### src/logic/decode_macros.svh
`ifndef DECODE_MACROS_SVH
`define DECODE_MACROS_SVH

// Opcodes in inst[15:12]
`define OP_ADD     4'h0
`define OP_SUB     4'h1
`define OP_XOR     4'h2
`define OP_RED     4'h3
`define OP_SLL     4'h4
`define OP_SRA     4'h5
`define OP_ROR     4'h6
`define OP_PADDSB  4'h7
`define OP_LW      4'h8
`define OP_SW      4'h9
`define OP_LLB     4'hA
`define OP_LHB     4'hB
`define OP_B       4'hC
`define OP_BR      4'hD
`define OP_PCS     4'hE
`define OP_HLT     4'hF

// Branch condition codes in inst[11:9]
`define CC_NE      3'd0
`define CC_EQ      3'd1
`define CC_GT      3'd2
`define CC_LT      3'd3
`define CC_GE      3'd4
`define CC_LE      3'd5
`define CC_OV      3'd6
`define CC_UN      3'd7

// Bit index of each flag in flagVec
`define FLAG_Z     2
`define FLAG_V     1
`define FLAG_N     0

// Low bit of each instruction field
`define OPC_LO     12      // Opcode, 4 bits
`define RD_LO      8       // Destination reg, 4 bits
`define RS_LO      4       // First source reg, 4 bits
`define RT_LO      0       // Second source reg or nibble immediate
`define CC_LO      9       // Condition code, 3 bits
`define BR_BIT     12      // Set for BR, clear for B
`define OFF_LO     0       // Branch offset, 9 bits

`endif

### src/logic/decodePkg.sv
`default_nettype none

package decodePkg;

  typedef logic [15:0] word;      // Data word or address
  typedef logic [3:0]  regId;     // Register number
  typedef logic [3:0]  opcodeT;   // inst[15:12]
  typedef logic [3:0]  aluOpT;    // ALU operation select
  typedef logic [2:0]  flagVec;   // {Z, V, N}
  typedef logic [2:0]  condCode;  // Branch condition

  // Execute stage bundle, 63 bits
  typedef struct packed {
    regId  srcReg1;
    regId  srcReg2;
    word   aluIn1;   // First register read
    word   aluImm;   // Extended immediate
    word   aluIn2;   // Second register read
    aluOpT aluOp;
    logic  aluSrc;   // Immediate as second operand
    logic  zEn;      // Z flag update
    logic  nvEn;     // N and V flag update
  } exSignals;

  // Memory stage bundle, 18 bits
  typedef struct packed {
    word  memWriteData;
    logic memEnable;
    logic memWrite;
  } memSignals;

  // Write-back stage bundle, 8 bits
  typedef struct packed {
    regId regRd;
    logic regWrite;
    logic memToReg;
    logic hlt;
    logic pcs;
  } wbSignals;

  // Register write from write-back, 21 bits
  typedef struct packed {
    logic wen;
    regId rd;
    word  data;
  } regWriteReq;

  // Branch resolution and predictor update, 22 bits
  typedef struct packed {
    logic isBranch;
    logic isBr;
    word  target;
    logic actualTaken;  // Only valid with isBranch
    logic wenBtb;
    logic wenBht;
    logic updatePc;     // Redirect fetch on mispredict
  } branchUpdate;

endpackage

`default_nettype wire

### src/logic/registerFile.sv
`timescale 1ns/1ps
`default_nettype none

module registerFile
  import decodePkg::*;
(
  input  logic       clk,
  input  logic       rst,
  input  regId       rdAddr1,  // Read port 1 address
  input  regId       rdAddr2,  // Read port 2 address
  input  regWriteReq wrReq,    // Write port from write-back
  output word        rdData1,
  output word        rdData2
);

  word  regs [16];   // Register array
  logic hit1, hit2;  // Same-cycle write to a read address

  //////////////////////////////
  // Write port
  //////////////////////////////
  always_ff @(posedge clk) begin
    if (rst) begin
      for (int i = 0; i < 16; i++) begin
        regs[i] <= '0;  // Clear whole file
      end
    end else if (wrReq.wen && (wrReq.rd != '0)) begin
      regs[wrReq.rd] <= wrReq.data;  // R0 stays read-only
    end
  end

  //////////////////////////////
  // Read ports with bypass
  //////////////////////////////
  assign hit1 = wrReq.wen && (wrReq.rd == rdAddr1);
  assign hit2 = wrReq.wen && (wrReq.rd == rdAddr2);

  // R0 is hardwired zero, else newest data wins
  assign rdData1 = (rdAddr1 == '0) ? '0 : (hit1 ? wrReq.data : regs[rdAddr1]);
  assign rdData2 = (rdAddr2 == '0) ? '0 : (hit2 ? wrReq.data : regs[rdAddr2]);

endmodule

`default_nettype wire

### src/logic/controlUnit.sv
`timescale 1ns/1ps
`default_nettype none
`include "decode_macros.svh"

module controlUnit
  import decodePkg::*;
(
  input  opcodeT opcode,
  input  logic   condMet,          // Resolved branch direction
  input  word    target,           // Resolved branch target
  input  logic   predictedTaken,   // Fetch-stage prediction
  input  word    predictedTarget,
  output logic   isBranch,
  output logic   wenBtb,
  output logic   wenBht,
  output logic   updatePc,
  output aluOpT  aluOp,
  output logic   aluSrc,
  output logic   regSrc,           // Read rd as first source
  output logic   zEn,
  output logic   nvEn,
  output logic   memEnable,
  output logic   memWrite,
  output logic   regWrite,
  output logic   memToReg,
  output logic   hlt,
  output logic   pcs
);

  logic dirMiss;     // Wrong direction predicted
  logic targetMiss;  // Right direction, wrong address

  //////////////////////////////
  // Opcode decode
  //////////////////////////////
  always_comb begin
    aluOp     = `OP_ADD;  // Address and pass-through ops add
    aluSrc    = 1'b0;
    regSrc    = 1'b0;
    zEn       = 1'b0;
    nvEn      = 1'b0;
    memEnable = 1'b0;
    memWrite  = 1'b0;
    regWrite  = 1'b0;
    memToReg  = 1'b0;
    hlt       = 1'b0;
    pcs       = 1'b0;
    isBranch  = 1'b0;
    case (opcode)
      `OP_ADD, `OP_SUB: begin
        aluOp    = opcode;
        zEn      = 1'b1;
        nvEn     = 1'b1;  // Only arithmetic sets N and V
        regWrite = 1'b1;
      end
      `OP_XOR: begin
        aluOp    = opcode;
        zEn      = 1'b1;
        regWrite = 1'b1;
      end
      `OP_RED, `OP_PADDSB: begin
        aluOp    = opcode;  // No flag update
        regWrite = 1'b1;
      end
      `OP_SLL, `OP_SRA, `OP_ROR: begin
        aluOp    = opcode;
        aluSrc   = 1'b1;    // Shift amount from nibble
        zEn      = 1'b1;
        regWrite = 1'b1;
      end
      `OP_LW: begin
        aluSrc    = 1'b1;
        memEnable = 1'b1;
        regWrite  = 1'b1;
        memToReg  = 1'b1;
      end
      `OP_SW: begin
        aluSrc    = 1'b1;
        memEnable = 1'b1;
        memWrite  = 1'b1;   // Store data comes from rd
      end
      `OP_LLB, `OP_LHB: begin
        aluOp    = opcode;
        aluSrc   = 1'b1;
        regSrc   = 1'b1;    // Keep other byte of rd
        regWrite = 1'b1;
      end
      `OP_B, `OP_BR: isBranch = 1'b1;
      `OP_PCS: begin
        regWrite = 1'b1;
        pcs      = 1'b1;
      end
      `OP_HLT: hlt = 1'b1;
    endcase
  end

  //////////////////////////////
  // Predictor update
  //////////////////////////////
  assign dirMiss    = condMet ^ predictedTaken;
  assign targetMiss = condMet & predictedTaken & (predictedTarget != target);

  assign wenBht   = isBranch;            // History trains on every branch
  assign wenBtb   = isBranch & condMet;  // Targets only stored when taken
  assign updatePc = isBranch & (dirMiss | targetMiss);

endmodule

`default_nettype wire

### src/logic/branchControl.sv
`timescale 1ns/1ps
`default_nettype none
`include "decode_macros.svh"

module branchControl
  import decodePkg::*;
(
  input  condCode    cond,
  input  logic [8:0] offset,   // Word offset from pcNext
  input  flagVec     flags,
  input  word        rsData,   // Register target for BR
  input  logic       isBr,
  input  word        pcNext,
  output logic       condMet,
  output word        target
);

  logic z, v, n;  // Individual flags
  word  pcRel;    // PC-relative target

  assign z = flags[`FLAG_Z];
  assign v = flags[`FLAG_V];
  assign n = flags[`FLAG_N];

  //////////////////////////////
  // Condition evaluation
  //////////////////////////////
  always_comb begin
    condMet = 1'b0;
    case (cond)
      `CC_NE: condMet = ~z;
      `CC_EQ: condMet = z;
      `CC_GT: condMet = ~z & ~n;
      `CC_LT: condMet = n;
      `CC_GE: condMet = z | (~z & ~n);  // Equal or greater
      `CC_LE: condMet = n | z;
      `CC_OV: condMet = v;
      `CC_UN: condMet = 1'b1;           // Unconditional
    endcase
  end

  //////////////////////////////
  // Target select
  //////////////////////////////
  // Offset counts halfwords, so shift left by one
  assign pcRel  = pcNext + {{6{offset[8]}}, offset, 1'b0};
  assign target = isBr ? rsData : pcRel;

endmodule

`default_nettype wire

### src/logic/decodeStage.sv
`timescale 1ns/1ps
`default_nettype none
`include "decode_macros.svh"

module decodeStage
  import decodePkg::*;
(
  input  logic        clk,
  input  logic        rst,
  input  word         inst,             // Instruction from fetch
  input  word         pcNext,           // Address after inst
  input  flagVec      flags,
  input  logic        predictedTaken,
  input  word         predictedTarget,
  input  regWriteReq  wbReq,            // Register write from write-back
  output exSignals    exSig,
  output memSignals   memSig,
  output wbSignals    wbSig,
  output branchUpdate brUpd
);

  // Instruction fields
  opcodeT     opcode;
  regId       rd, rs, rt;
  condCode    cond;
  logic [8:0] offset;
  logic       isBr;

  // Control from opcode
  aluOpT aluOp;
  logic  aluSrc, regSrc, zEn, nvEn;
  logic  memEnable, memWrite, regWrite, memToReg, hlt, pcs;
  logic  isBranch, wenBtb, wenBht, updatePc;

  // Branch result
  logic condMet;
  word  target;

  // Operands
  regId srcReg1, srcReg2;
  word  rdData1, rdData2;
  word  immExt, aluImm;

  //////////////////////////////
  // Field extraction
  //////////////////////////////
  assign opcode = inst[`OPC_LO +: 4];
  assign rd     = inst[`RD_LO +: 4];
  assign rs     = inst[`RS_LO +: 4];
  assign rt     = inst[`RT_LO +: 4];  // Doubles as nibble immediate
  assign cond   = inst[`CC_LO +: 3];
  assign offset = inst[`OFF_LO +: 9];
  assign isBr   = inst[`BR_BIT];

  controlUnit iCtrl (.*);  // Ports share names with locals

  branchControl iBranch (
    .cond    (cond),
    .offset  (offset),
    .flags   (flags),
    .rsData  (rdData1),
    .isBr    (isBr),
    .pcNext  (pcNext),
    .condMet (condMet),
    .target  (target)
  );

  //////////////////////////////
  // Register read
  //////////////////////////////
  assign srcReg1 = regSrc ? rd : rs;    // LLB/LHB modify rd in place
  assign srcReg2 = memWrite ? rd : rt;  // SW stores rd

  registerFile iRegs (
    .clk     (clk),
    .rst     (rst),
    .rdAddr1 (srcReg1),
    .rdAddr2 (srcReg2),
    .wrReq   (wbReq),
    .rdData1 (rdData1),
    .rdData2 (rdData2)
  );

  // Memory offsets are signed, shift amounts are not
  assign immExt = memEnable ? {{12{rt[3]}}, rt} : {12'h000, rt};
  assign aluImm = regSrc ? {8'h00, rs, rt} : immExt;  // Low byte for LLB/LHB

  //////////////////////////////
  // Stage bundles
  //////////////////////////////
  always_comb begin
    exSig.srcReg1 = srcReg1;
    exSig.srcReg2 = srcReg2;
    exSig.aluIn1  = rdData1;
    exSig.aluImm  = aluImm;
    exSig.aluIn2  = rdData2;  // Execute picks reg or imm via aluSrc
    exSig.aluOp   = aluOp;
    exSig.aluSrc  = aluSrc;
    exSig.zEn     = zEn;
    exSig.nvEn    = nvEn;

    memSig.memWriteData = rdData2;
    memSig.memEnable    = memEnable;
    memSig.memWrite     = memWrite;

    wbSig.regRd    = rd;
    wbSig.regWrite = regWrite;
    wbSig.memToReg = memToReg;
    wbSig.hlt      = hlt;
    wbSig.pcs      = pcs;

    brUpd.isBranch    = isBranch;
    brUpd.isBr        = isBr;
    brUpd.target      = target;
    brUpd.actualTaken = condMet;
    brUpd.wenBtb      = wenBtb;
    brUpd.wenBht      = wenBht;
    brUpd.updatePc    = updatePc;
  end

endmodule

`default_nettype wire

### config.mk
export PLATFORM = sky130hd
export DESIGN_NAME = decodeStage
export DESIGN_NICKNAME = d
export VERILOG_FILES = /design/src/logic/decodePkg.sv /design/src/logic/registerFile.sv /design/src/logic/controlUnit.sv /design/src/logic/branchControl.sv /design/src/logic/decodeStage.sv
export VERILOG_INCLUDE_DIRS = /design/src /design/src/logic
export SDC_FILE = /design/constraint.sdc
export NUM_CORES = 1
export LEC_CHECK = 0
export BUFFER_PORTS_ARGS = -buffer_cell sky130_fd_sc_hd__buf_2
export CORE_MARGIN = 2
export CORE_UTILIZATION = 65
export CTS_BUF_LIST = sky130_fd_sc_hd__clkbuf_8
export DETAILED_ROUTE_END_ITERATION = 10
export PLACE_DENSITY_LB_ADDON = 0.3
export SETUP_SLACK_MARGIN = 0.2
export SLEW_MARGIN = 40
export SYNTH_ARGS = -nofsm -noshare
export SYNTH_HDL_FRONTEND = slang
export SYNTH_HIERARCHICAL = 1
export SYNTH_SLANG_ARGS = --single-unit
### constraint.sdc
create_clock -name clk -period 14.8 [get_ports clk]
set_input_delay 2.96 -clock clk [delete_from_list [all_inputs] [get_ports clk]]
set_output_delay 2.96 -clock clk [all_outputs]
set_load 0.01 [all_outputs]
==> results of run 1 <==
==> cell type report <==
type | instances | share of cell area (%)
sequential | 256 | 44.3
multi-input combinational | 904 | 42.6
timing repair buffer | 208 | 6.37
clock buffer | 43 | 3.41
tap | 324 | 2.34
clock inverter | 28 | 0.671
inverter | 13 | 0.281
==> worst min-delay path by stage <==
stage	start	endpoint	cells after the start
3_3_place_gp	wbReq[5]	iRegs/regs[6][5]	2
4_1_cts	wbReq[6]	iRegs/regs[3][6]	2
6_report	rst	iRegs/regs[0][6]	1
2_1_floorplan	wbReq[0]	iRegs/regs[1][0]	1
3_5_place_dp	wbReq[6]	iRegs/regs[3][6]	2
5_1_grt	rst	iRegs/regs[0][7]	1
==> cell usage in the layout (no fill, tap or decap), types with 4 or more instances in the layout <==
cell	netlist	final
mux4_2	64	64
or2_1	4	4
o22ai_1	64	64
mux2_4	4	5
mux2i_1	129	129
mux2_2	8	6
ha_1	15	15
o21ai_1	6	6
nand4_1	8	8
and2_1	241	241
a21o_1	7	7
or2_2	15	15
o31ai_1	36	36
o21ai_0	7	7
o21a_1	4	4
nand3b_1	4	4
inv_1	12	23
nand2b_1	5	5
buf_2	30	184
nand3_1	34	34
xor2_1	5	5
nand2_1	33	33
nor2b_1	5	5
buf_4	61	23
a31oi_1	31	31
clkbuf_8	0	43
clkinv_1	0	14
a211oi_1	35	35
edfxtp_1	256	256
a21oi_1	18	18
or3b_1	4	4
conb_1	1	16
nor2_1	32	32
xnor2_1	26	26
nor3_1	10	9
==> metrics by stage <==
step | util (%) | total power (uW) | cell area, um^2 | std cells
final | 71.5 | 1800 | 17300 | 1776
after global routing | 71.5 | 1850 | 17300 | 1776
after CTS | 71.5 | 1790 | 17300 | 1776
after detailed placement | 68.6 | 1260 | 16600 | 1705
after global placement | 68.5 | 1250 | 16600 | 1704
after floorplan | - | 1130 | 16000 | 1330
==> layer usage <==
layer | GRT usage, % | vias up
met3 | 8.42 | 178
li1 | - | 5138
met2 | 57.2 | 941
met4 | 12.7 | 0
met5 | 0 | -
met1 | 51.7 | 5845
==> power groups by stage <==
stage / Sequential (uW) / Clock (uW) / Combinational, uW
2_1_floorplan: 869 / 0 / 262
3_3_place_gp: 874 / 0 / 373
3_5_place_dp: 878 / 0 / 378
4_1_cts: 864 / 543 / 379
5_1_grt: 868 / 575 / 406
6_report: 865 / 544 / 389
==> critical path, cell delays in order <==
cell and delay, ns:
buf_2 0.15, nand2b_1 0.24, nor2_1 0.57, mux2_4 0.74, or3_1 0.68, or2_1 0.70
o31ai_1 0.16, a31oi_1 0.44, nor2_1 0.08, a31oi_1 0.24, xnor2_1 0.15, nand4_1 0.10
nor4_1 0.51, o21ai_1 0.19, buf_2 0.17
==> kinds of logic after synthesis <==
logic type / share of synthesized area (%)
fa+ha+maj: 1.36
compound gates: 9.70
flops: 48.1
mux: 18.0
simple gates: 14.9
buf+inv: 6.19
other cells: 0.0235
xor+xnor: 1.70
==> results by group, run 1 <==
Global routing
  • Gr usage total: a little under two fifths
  • Largest net degree at the start of global routing: 44
  • Grt ovf: 0
  • Initial antenna violation count: 0
  • Number of global-route vias before repair: about 12000
  • Global-route wire length before repair: between 70000 and 80000 um

Layout
  • Register area: 7690 um^2
  • Layout cells sized above 1: between 20% and 30%
  • Diode count: 0
  • Regs by FF count: iRegs/regs: 256 flops
  • Area of the multi-input gates: ~7400 um^2
  • Most flops, register: iRegs/regs
  • Area grow syn2layout: 8.49%
  • Largest register FFs: roughly 260
  • Layout Nets: 1516
  • Filler cells: ~1700

Detailed routing
  • Vias: 12100
  • Routed Antenna Nets: 0
  • Met2 WL post-DR: ~22000 um
  • Final wirelength: ~48000 um
  • Avg Vias per Cell: slightly below 7
  • DR WL/cell: roughly 27 um
  • Initial DRC Count: 1821
  • WL met3: between 6000 and 7000 um
  • Top layer in use: met4
  • M1 wire length: approximately 18000 um
  • Detailed-router iteration count before antenna repair: 8
  • DRC: 0

Power
  • Internal power: roughly 1300 uW
  • Psw: between 500 and 600 uW
  • Clk pwr share: a little under a third
  • Seq pwr share: a little under 50%
  • Combinational power share: around 22%
  • Net Sw Frac: between 20% and 30%
  • Static Leak: 0.00678 uW
  • Pwr/cell area: 104 nW/um^2
  • Max VDD drop: ~0.000073 V

Worst setup path
  • Worst Setup SP: inst[14]
  • Setup crit end kind: primary output
  • Req. time, crit path: 11.84 ns
  • Crit-path max FO: 35
  • Startpoint Class: input port
  • WS Path Type: input port to primary output
  • Arr. time, crit path: 8.16 ns
  • CP endpoint: brUpd[0]

Synthesis
  • Synthesized cell area: between 15000 and 20000 um^2
  • Top cells by area, synth: edfxtp_1 (48%), and2_1 (9.4%), mux4_2 (9.0%)
  • Cell count after synthesis: 1315
  • Ys async rst share: 0%
  • Sequential share of the synthesized area: between 40% and 50%
  • Synth Area per Inst: 12.2 um^2
  • Most frequent cell after synthesis: edfxtp_1
  • Yosys cell types: 64
  • Yosys top cell by area: edfxtp_1
  • Ys flop type: edfxtp_1
  • Post-synth EDFFs: between 200 and 300
  • Synth cell count leaders: edfxtp_1 (256), and2_1 (241), mux2i_1 (129), mux4_2 (64), o22ai_1 (64)
  • Seq cells post-synth: about 260
  • Syn. warnings: 6
  • Yosys top cell area share: around 48%

Timing
  • RSZ-0062 raised after global routing: false
  • Setup tns final: 0 ns
  • Final worst path period share: between 70 and 80%
  • Final Hold Viols: 0
  • Relative slew slack: about 39%
  • Fin crit period: 11.12 ns
  • Peak Freq: between 0.08 and 0.09 GHz
  • Final WS setup: roughly 3.7 ns
  • Slew Limit Fails: 0
  • Hold slack: 2.92 ns
  • Worst Max-Slew Pin Slew: approximately 0.92 ns
  • Final setup fails: 0

Clock network
  • Hold buffers post-CTS: 0
  • Clock sink count: roughly 260
  • CTS clk-pin slew, worst paths: roughly 0.060 ns
  • CTS tree: built
  • CTS buffer count: 42
  • Post-CTS Setup Bufs: 0
  • Max Buffers Root-to-Sink: 3
  • Post-cts resize count: 0
  • Root Driver: clkbuf_8
  • Htree depth: 2

Run
  • # Max-Cap Violations: 0

Die
  • FP Rows: 57
  • Die Area: approximately 26000 um^2
  • Core area: about 24000 um^2
  • Initial Utilization: roughly two thirds
  • Die W: between 150 and 200 um
  • Ports: 186
  • Height of the die: 161 um

Place
  • Post-DP HPWL: between 30000 and 40000 um
  • Placer Congestion: approximately 1.0
  • I/O Buffers: 185
  • DP Worst Slack: 3.92 ns

Run status
  • Outcome: complete, no violations

Worst hold path
  • Hold crit path type: input port to flip-flop
Power figures use the tool's default switching activity.
==> run 2, diff against run 1 <==
--- a/config.mk
+++ b/config.mk
@@ -8,7 +8,7 @@
 export LEC_CHECK = 0
 export BUFFER_PORTS_ARGS = -buffer_cell sky130_fd_sc_hd__buf_2
 export CORE_MARGIN = 2
-export CORE_UTILIZATION = 65
+export CORE_UTILIZATION = 61
 export CTS_BUF_LIST = sky130_fd_sc_hd__clkbuf_8
 export DETAILED_ROUTE_END_ITERATION = 10
 export PLACE_DENSITY_LB_ADDON = 0.3
==> constraint.sdc (replaced) <==
create_clock -name clk -period 10.8 [get_ports clk]
set_input_delay 2.16 -clock clk [delete_from_list [all_inputs] [get_ports clk]]
set_output_delay 2.16 -clock clk [all_outputs]
set_load 0.01 [all_outputs]
==> run 2 against run 1 <==
Effect of this change: sequential power up 38%; global-route usage down 2.8 points; first-iteration DRC count down 15%; worst setup slack worse by 2.1 ns; sequential cell count unchanged; sequential share of layout area down 0.35 points; power up 42%; non-clock buffer count down 2.
==> results by group, run 2 (synthesis results as in run 1) <==
Place
  • Placed Area: 16600 um^2 (about the same)
  • DP Worst Slack: 1.68 ns (-2.24 ns)
  • Post-DP HPWL: 33000 um (+0.27%)
  • Placer Congestion: 0.948 (-5.4%)
  • I/O Buffers: 185 (unchanged)

Clock network
  • Max Buffers Root-to-Sink: 3 (unchanged)
  • CTS buffer count: 44 (+4.8%)
  • Clock sink count: 256 (unchanged)
  • CTS clk-pin slew, worst paths: 0.06 ns (about the same)
  • CTS tree: built
  • Hold buffers post-CTS: 0 (unchanged)
  • Post-CTS Setup Bufs: 0 (unchanged)
  • Htree depth: 2 (unchanged)
  • Root Driver: clkbuf_8
  • Post-cts resize count: 0 (unchanged)

Detailed routing
  • Initial DRC Count: 1544 (-15%)
  • Routed Antenna Nets: 0 (unchanged)
  • DRC: 0 (unchanged)
  • Vias: 12000 (-1.2%)
  • Detailed-router iteration count before antenna repair: 6 (-2)
  • DR WL/cell: 26.4 um (-2.5%)
  • Avg Vias per Cell: 6.66 (-2.3%)
  • Final wirelength: 47400 um (-1.4%)

Worst setup path
  • Crit-path max FO: 29 (-17%)
  • CP peak stage delay: 0.73 ns (about the same)
  • Most used cell along the critical path: buf_2
  • Startpoint Class: input port
  • WP buf/inv: 2 (unchanged)
  • Setup crit end kind: primary output
  • Critical path's slowest cell: mux2_4
  • Worst Setup SP: inst[14]
  • WS Path Type: input port to primary output
  • Worst path cell trace: buf_2, nand2b_1, nor2_1, mux2_4, or3_1, or2_1, o31ai_1, a21oi_1, o2bb2ai_1, nor4b_1, xnor2_1, nand4_1, nor4_1, o21ai_1, buf_2
  • Req. time, crit path: 8.64 ns (-3.20 ns)
  • CP delay by family, top: simple AND/OR/NAND/NOR gates
  • Arr. time, crit path: 7.06 ns (-1.10 ns)

Layout
  • Most common cell after layout, fill and taps aside: edfxtp_1
  • Area of the multi-input gates: 7410 um^2 (+0.20%)
  • Most flops, register: iRegs/regs
  • Area grow syn2layout: 9.35%
  • Layout Nets: 1516 (unchanged)
  • Largest register FFs: 256 (unchanged)
  • Final Cell Area: 17500 um^2 (+0.79%)
  • Filler cells: 1922 (+11%)
  • Commonest non-fill, non-tap cells in the layout: edfxtp_1 (256), and2_1 (241), buf_2 (185)
  • Layout cells sized above 1: 25.0% (+0.53 points)
  • Post-layout util: 67.5% (-4.1 points)
  • Register area: 7690 um^2 (unchanged)
  • Regs by FF count: iRegs/regs: 256 flops

Power
  • Static Leak: 0.00685 uW (+0.97%)
  • Pwr/cell area: 146 nW/um^2 (+41%)
  • Max VDD drop: 0.000128 V (+76%)

Worst hold path
  • WHS Endpoint: iRegs/regs[4][5]
  • WHS Path Cells: 2 (+1)
  • Hold crit path type: input port to flip-flop
  • Worst hold start: wbReq[5]

Global routing
  • Initial antenna violation count: 1 (+1)
  • Largest net degree at the start of global routing: 56 (+27%)
  • Grt ovf: 0 (unchanged)
  • Gr usage total: 33.9% (-2.8 points)
  • Number of global-route vias before repair: 11600 (-0.29%)
  • Global-route wire length before repair: 71000 um (+0.42%)

Run status
  • Outcome: complete, no violations

Timing
  • Slew Limit Fails: 0 (unchanged)
  • RSZ-0062 raised after global routing: false
  • Final setup fails: 0 (unchanged)
  • Relative slew slack: 42.6% (+3.9 points)
  • Setup tns final: 0 ns (unchanged)
  • Fin crit period: between 9 and 10 ns
  • Final Hold Viols: 0 (unchanged)
  • Final worst path period share: 85.4%
  • Worst Max-Slew Pin Slew: 0.858 ns (-0.0580 ns)
  • Peak Freq: 0.108 GHz
  • Final WS setup: 1.58 ns (-2.10 ns)

Die
  • Die W: 166 um (+3.1%)
  • FP Rows: 59 (+3.5%)
  • Ports: 186 (unchanged)
  • Height of the die: 166 um (+3.1%)
  • Die Area: 27500 um^2 (+6.4%)
  • Initial Utilization: 61.7% (-4.2 points)
  • Core area: 25900 um^2 (+6.9%)

Run
  • # Max-Cap Violations: 0 (unchanged)
==> run 2: cell count changes in the layout (fill, tap and decap cells not counted), sizes merged <==
cell    change
clkinv      +7
buf         -2
bufinv      +2
clkbuf      +2
diode       +1
==> run 2: layout make-up <==
type / count / area share (%)
Tap cell: 335 / 2.40
Timing Repair Buffer: 206 / 6.20
Clock buffer: 45 / 3.54
Inverter: 13 / 0.279
Antenna cell: 1 / 0.0143
Clock inverter: 37 / 1.24
Sequential cell: 256 / 44.0
Multi-Input combinational cell: 904 / 42.4
==> run 2: per-stage QoR <==
stage | hold WS, ns | instances | total power, uW
after floorplan | 2.36 | 1330 | 1550
after global placement | 2.69 | 1714 | 1710
after detailed placement | 2.70 | 1714 | 1720
after CTS | 2.10 | 1796 | 2550
after global routing | 2.12 | 1797 | 2640
final | 2.12 | 1797 | 2560
==> run 2: worst max path at each step <==
| stage | slack, ns | cells past startpoint | endpoint |
|---|---|---|---|
| floorplan | 2.82 | 19 | brUpd[0] |
| global placement | 1.82 | 15 | brUpd[0] |
| detailed placement | 1.68 | 15 | brUpd[0] |
| CTS | 1.66 | 15 | brUpd[0] |
| global route | 1.20 | 15 | brUpd[0] |
| finish | 1.58 | 15 | brUpd[0] |
==> run 2: per-layer routing <==
metal	part of all wire [%]	vias up	track usage (%)
met3	13	122	7.72
met4	3.4	0	11.6
li1	-	5146	-
met1	37	5851	46.9
met5	0	-	0
met2	47	842	53.6
==> run 2: power breakdown <==
| group | total, uW | switching [uW] | internal, uW |
|---|---|---|---|
| combinational | 532 | 328 | 204 |
| sequential | 1190 | 31.4 | 1150 |
| clock | 843 | 404 | 439 |
==> run 3, diff against run 2 <==
--- a/config.mk
+++ b/config.mk
@@ -8,7 +8,7 @@
 export LEC_CHECK = 0
 export BUFFER_PORTS_ARGS = -buffer_cell sky130_fd_sc_hd__buf_2
 export CORE_MARGIN = 2
-export CORE_UTILIZATION = 61
+export CORE_UTILIZATION = 48
 export CTS_BUF_LIST = sky130_fd_sc_hd__clkbuf_8
 export DETAILED_ROUTE_END_ITERATION = 10
 export PLACE_DENSITY_LB_ADDON = 0.3
==> run 3 against run 2 <==
Effect of this change: hold slack improved by 0.024 ns; sequential cell count unchanged; via count decreased by 1.8%; critical path depth unchanged; count of clock-buffer cells in the layout decreased by 2; power decreased by 2.8%.
==> results by group, run 3 (synthesis results as in run 1) <==
Clock network
  • Post-cts resize count: 0 (unchanged)
  • Hold buffers post-CTS: 0 (unchanged)
  • Clock sink count: 256 (unchanged)
  • Max Buffers Root-to-Sink: 3 (unchanged)
  • CTS buffer count: 41 (-6.8%)
  • CTS tree: built
  • Root Driver: clkbuf_8
  • CTS clk-pin slew, worst paths: 0.06 ns (about the same)
  • Post-CTS Setup Bufs: 0 (unchanged)
  • Htree depth: 2 (unchanged)

Place
  • Placed Area: 16800 um^2 (+1.1%)
  • I/O Buffers: 185 (unchanged)
  • Placer Congestion: 0.945 (-0.27%)
  • Post-DP HPWL: 34100 um (+3.4%)
  • Inst Count DP: 1825 (+6.5%)

Worst setup path
  • WP buf/inv: 2 (unchanged)
  • Critical path's slowest cell: or3_1
  • Worst path cell trace: buf_2, nand2b_1, nor2_1, mux2_4, or3_1, or2_1, o31ai_1, a21oi_1, o2bb2ai_1, nor4b_1, xnor2_1, nand4_1, nor4_1, o21ai_1, buf_2
  • Req. time, crit path: 8.64 ns (about the same)
  • Startpoint Class: input port
  • WS Path Type: input port to primary output
  • CP delay by family, top: simple AND/OR/NAND/NOR gates
  • Setup crit end kind: primary output
  • CP peak stage delay: 0.79 ns (+0.06 ns)
  • Arr. time, crit path: 7.64 ns (+0.58 ns)
  • Most used cell along the critical path: buf_2
  • Crit-path max FO: 34 (+17%)

Timing
  • Fin crit period: 9.80 ns (+0.581 ns)
  • RSZ-0062 raised after global routing: false
  • Final Hold Viols: 0 (unchanged)
  • Slew Limit Fails: 0 (unchanged)
  • Final worst path period share: 90.8% (+5.4 points)
  • Final setup fails: 0 (unchanged)
  • Worst Max-Slew Pin Slew: 0.878 ns (+0.0200 ns)
  • Setup tns final: 0 ns (unchanged)
  • Relative slew slack: 41.4% (-1.2 points)
  • Peak Freq: 0.102 GHz (-5.9%)
  • Hold slack: 2.14 ns (+0.0240 ns)

Power
  • Max VDD drop: 0.0000671 V (-48%)
  • Static Leak: 0.00678 uW (-0.97%)
  • Net Sw Frac: 29.7% (-0.094 points)
  • Combinational power share: 21.4% (+0.6 points)
  • Psw: 739 uW (-3.2%)
  • Seq pwr share: 47.6% (+1.3 points)
  • Internal power: 1750 uW (-2.7%)
  • Clk pwr share: 31.0% (-1.9 points)
  • Pwr/cell area: 142 nW/um^2 (-3.1%)

Layout
  • Non-Filler Instances: 1895 (+5.5%)
  • Diode count: 0 (-1)
  • Most flops, register: iRegs/regs
  • Area grow syn2layout: 9.60%
  • Layout Nets: 1517 (+0.066%)
  • Commonest non-fill, non-tap cells in the layout: edfxtp_1 (256), and2_1 (241), buf_2 (185)
  • Most common cell after layout, fill and taps aside: edfxtp_1
  • Regs by FF count: iRegs/regs: 256 flops
  • Final Cell Area: 17500 um^2 (+0.23%)
  • Post-layout util: 53.6% (-14 points)
  • Largest register FFs: 256 (unchanged)
  • Layout cells sized above 1: 24.8% (-0.21 points)

Global routing
  • Gr usage total: 27.8% (-6.1 points)
  • Initial antenna violation count: 0 (-1)
  • Largest net degree at the start of global routing: 39 (-30%)
  • Grt ovf: 0 (unchanged)
  • Global-route wire length before repair: 73400 um (+3.3%)
  • Number of global-route vias before repair: 11500 (-0.92%)

Run status
  • Outcome: complete, no violations

Detailed routing
  • Met2 WL post-DR: 23600 um (+5.9%)
  • M1 wire length: 19700 um (+14%)
  • Vias: 11700 (-1.8%)
  • Detailed-router iteration count before antenna repair: 5 (-1)
  • Final wirelength: 49200 um (+3.6%)
  • DR WL/cell: 25.9 um (-1.8%)
  • Top layer in use: met4
  • Routed Antenna Nets: 0 (unchanged)
  • WL met3: 4470 um (-28%)
  • DRC: 0 (unchanged)
  • Initial DRC Count: 1101 (-29%)
  • Avg Vias per Cell: 6.20 (-6.9%)

Die
  • Die W: 187 um (+12%)
  • Initial Utilization: 48.9% (-13 points)
  • Core area: 32700 um^2 (+26%)
  • Height of the die: 187 um (+12%)
  • FP Rows: 66 (+12%)
  • Ports: 186 (unchanged)
  • Die Area: 34800 um^2 (+26%)

Worst hold path
  • Hold crit path type: input port to flip-flop

Run
  • # Max-Cap Violations: 0 (unchanged)
==> run 3: stage by stage <==
| step | worst slack (ns) | power, uW |
|---|---|---|
| 4_1_cts | 1.10 | 2490 |
| 3_3_place_gp | 1.24 | 1720 |
| 2_1_floorplan | 2.82 | 1550 |
| 6_report | 0.998 | 2490 |
| 3_5_place_dp | 1.09 | 1730 |
| 5_1_grt | 0.697 | 2570 |
==> run 3: cell type report <==
type                    count  area, um^2
fillers                  2827       15200
well taps                 442         553
inverters                  13        48.8
repair buffers            210        1130
clock inverters            27         136
flip-flops and latches    256        7690
clock buffers              43         592
multi-input cells         904        7370
==> run 3: final timing paths <==
| kind | from | depth (start not counted) | endpoint |
|---|---|---|---|
| min | wbReq[14] | 2 | iRegs/regs[3][14] |
| max | inst[14] | 15 | brUpd[0] |
==> run 3: layer usage <==
layer  GRT usage (%)  vias to the layer above
met3            5.23                       84
met1            36.9                     5831
li1                -                     5157
met2            46.4                      672
met5               0                        -
met4            8.94                        0
==> run 3: power groups by stage <==
| stage | logic, uW | clock network (uW) | registers (uW) |
|---|---|---|---|
| floorplan | 358 | 0 | 1190 |
| global placement | 522 | 0 | 1200 |
| detailed placement | 526 | 0 | 1200 |
| CTS | 527 | 783 | 1180 |
| global route | 563 | 823 | 1190 |
| finish | 533 | 770 | 1180 |
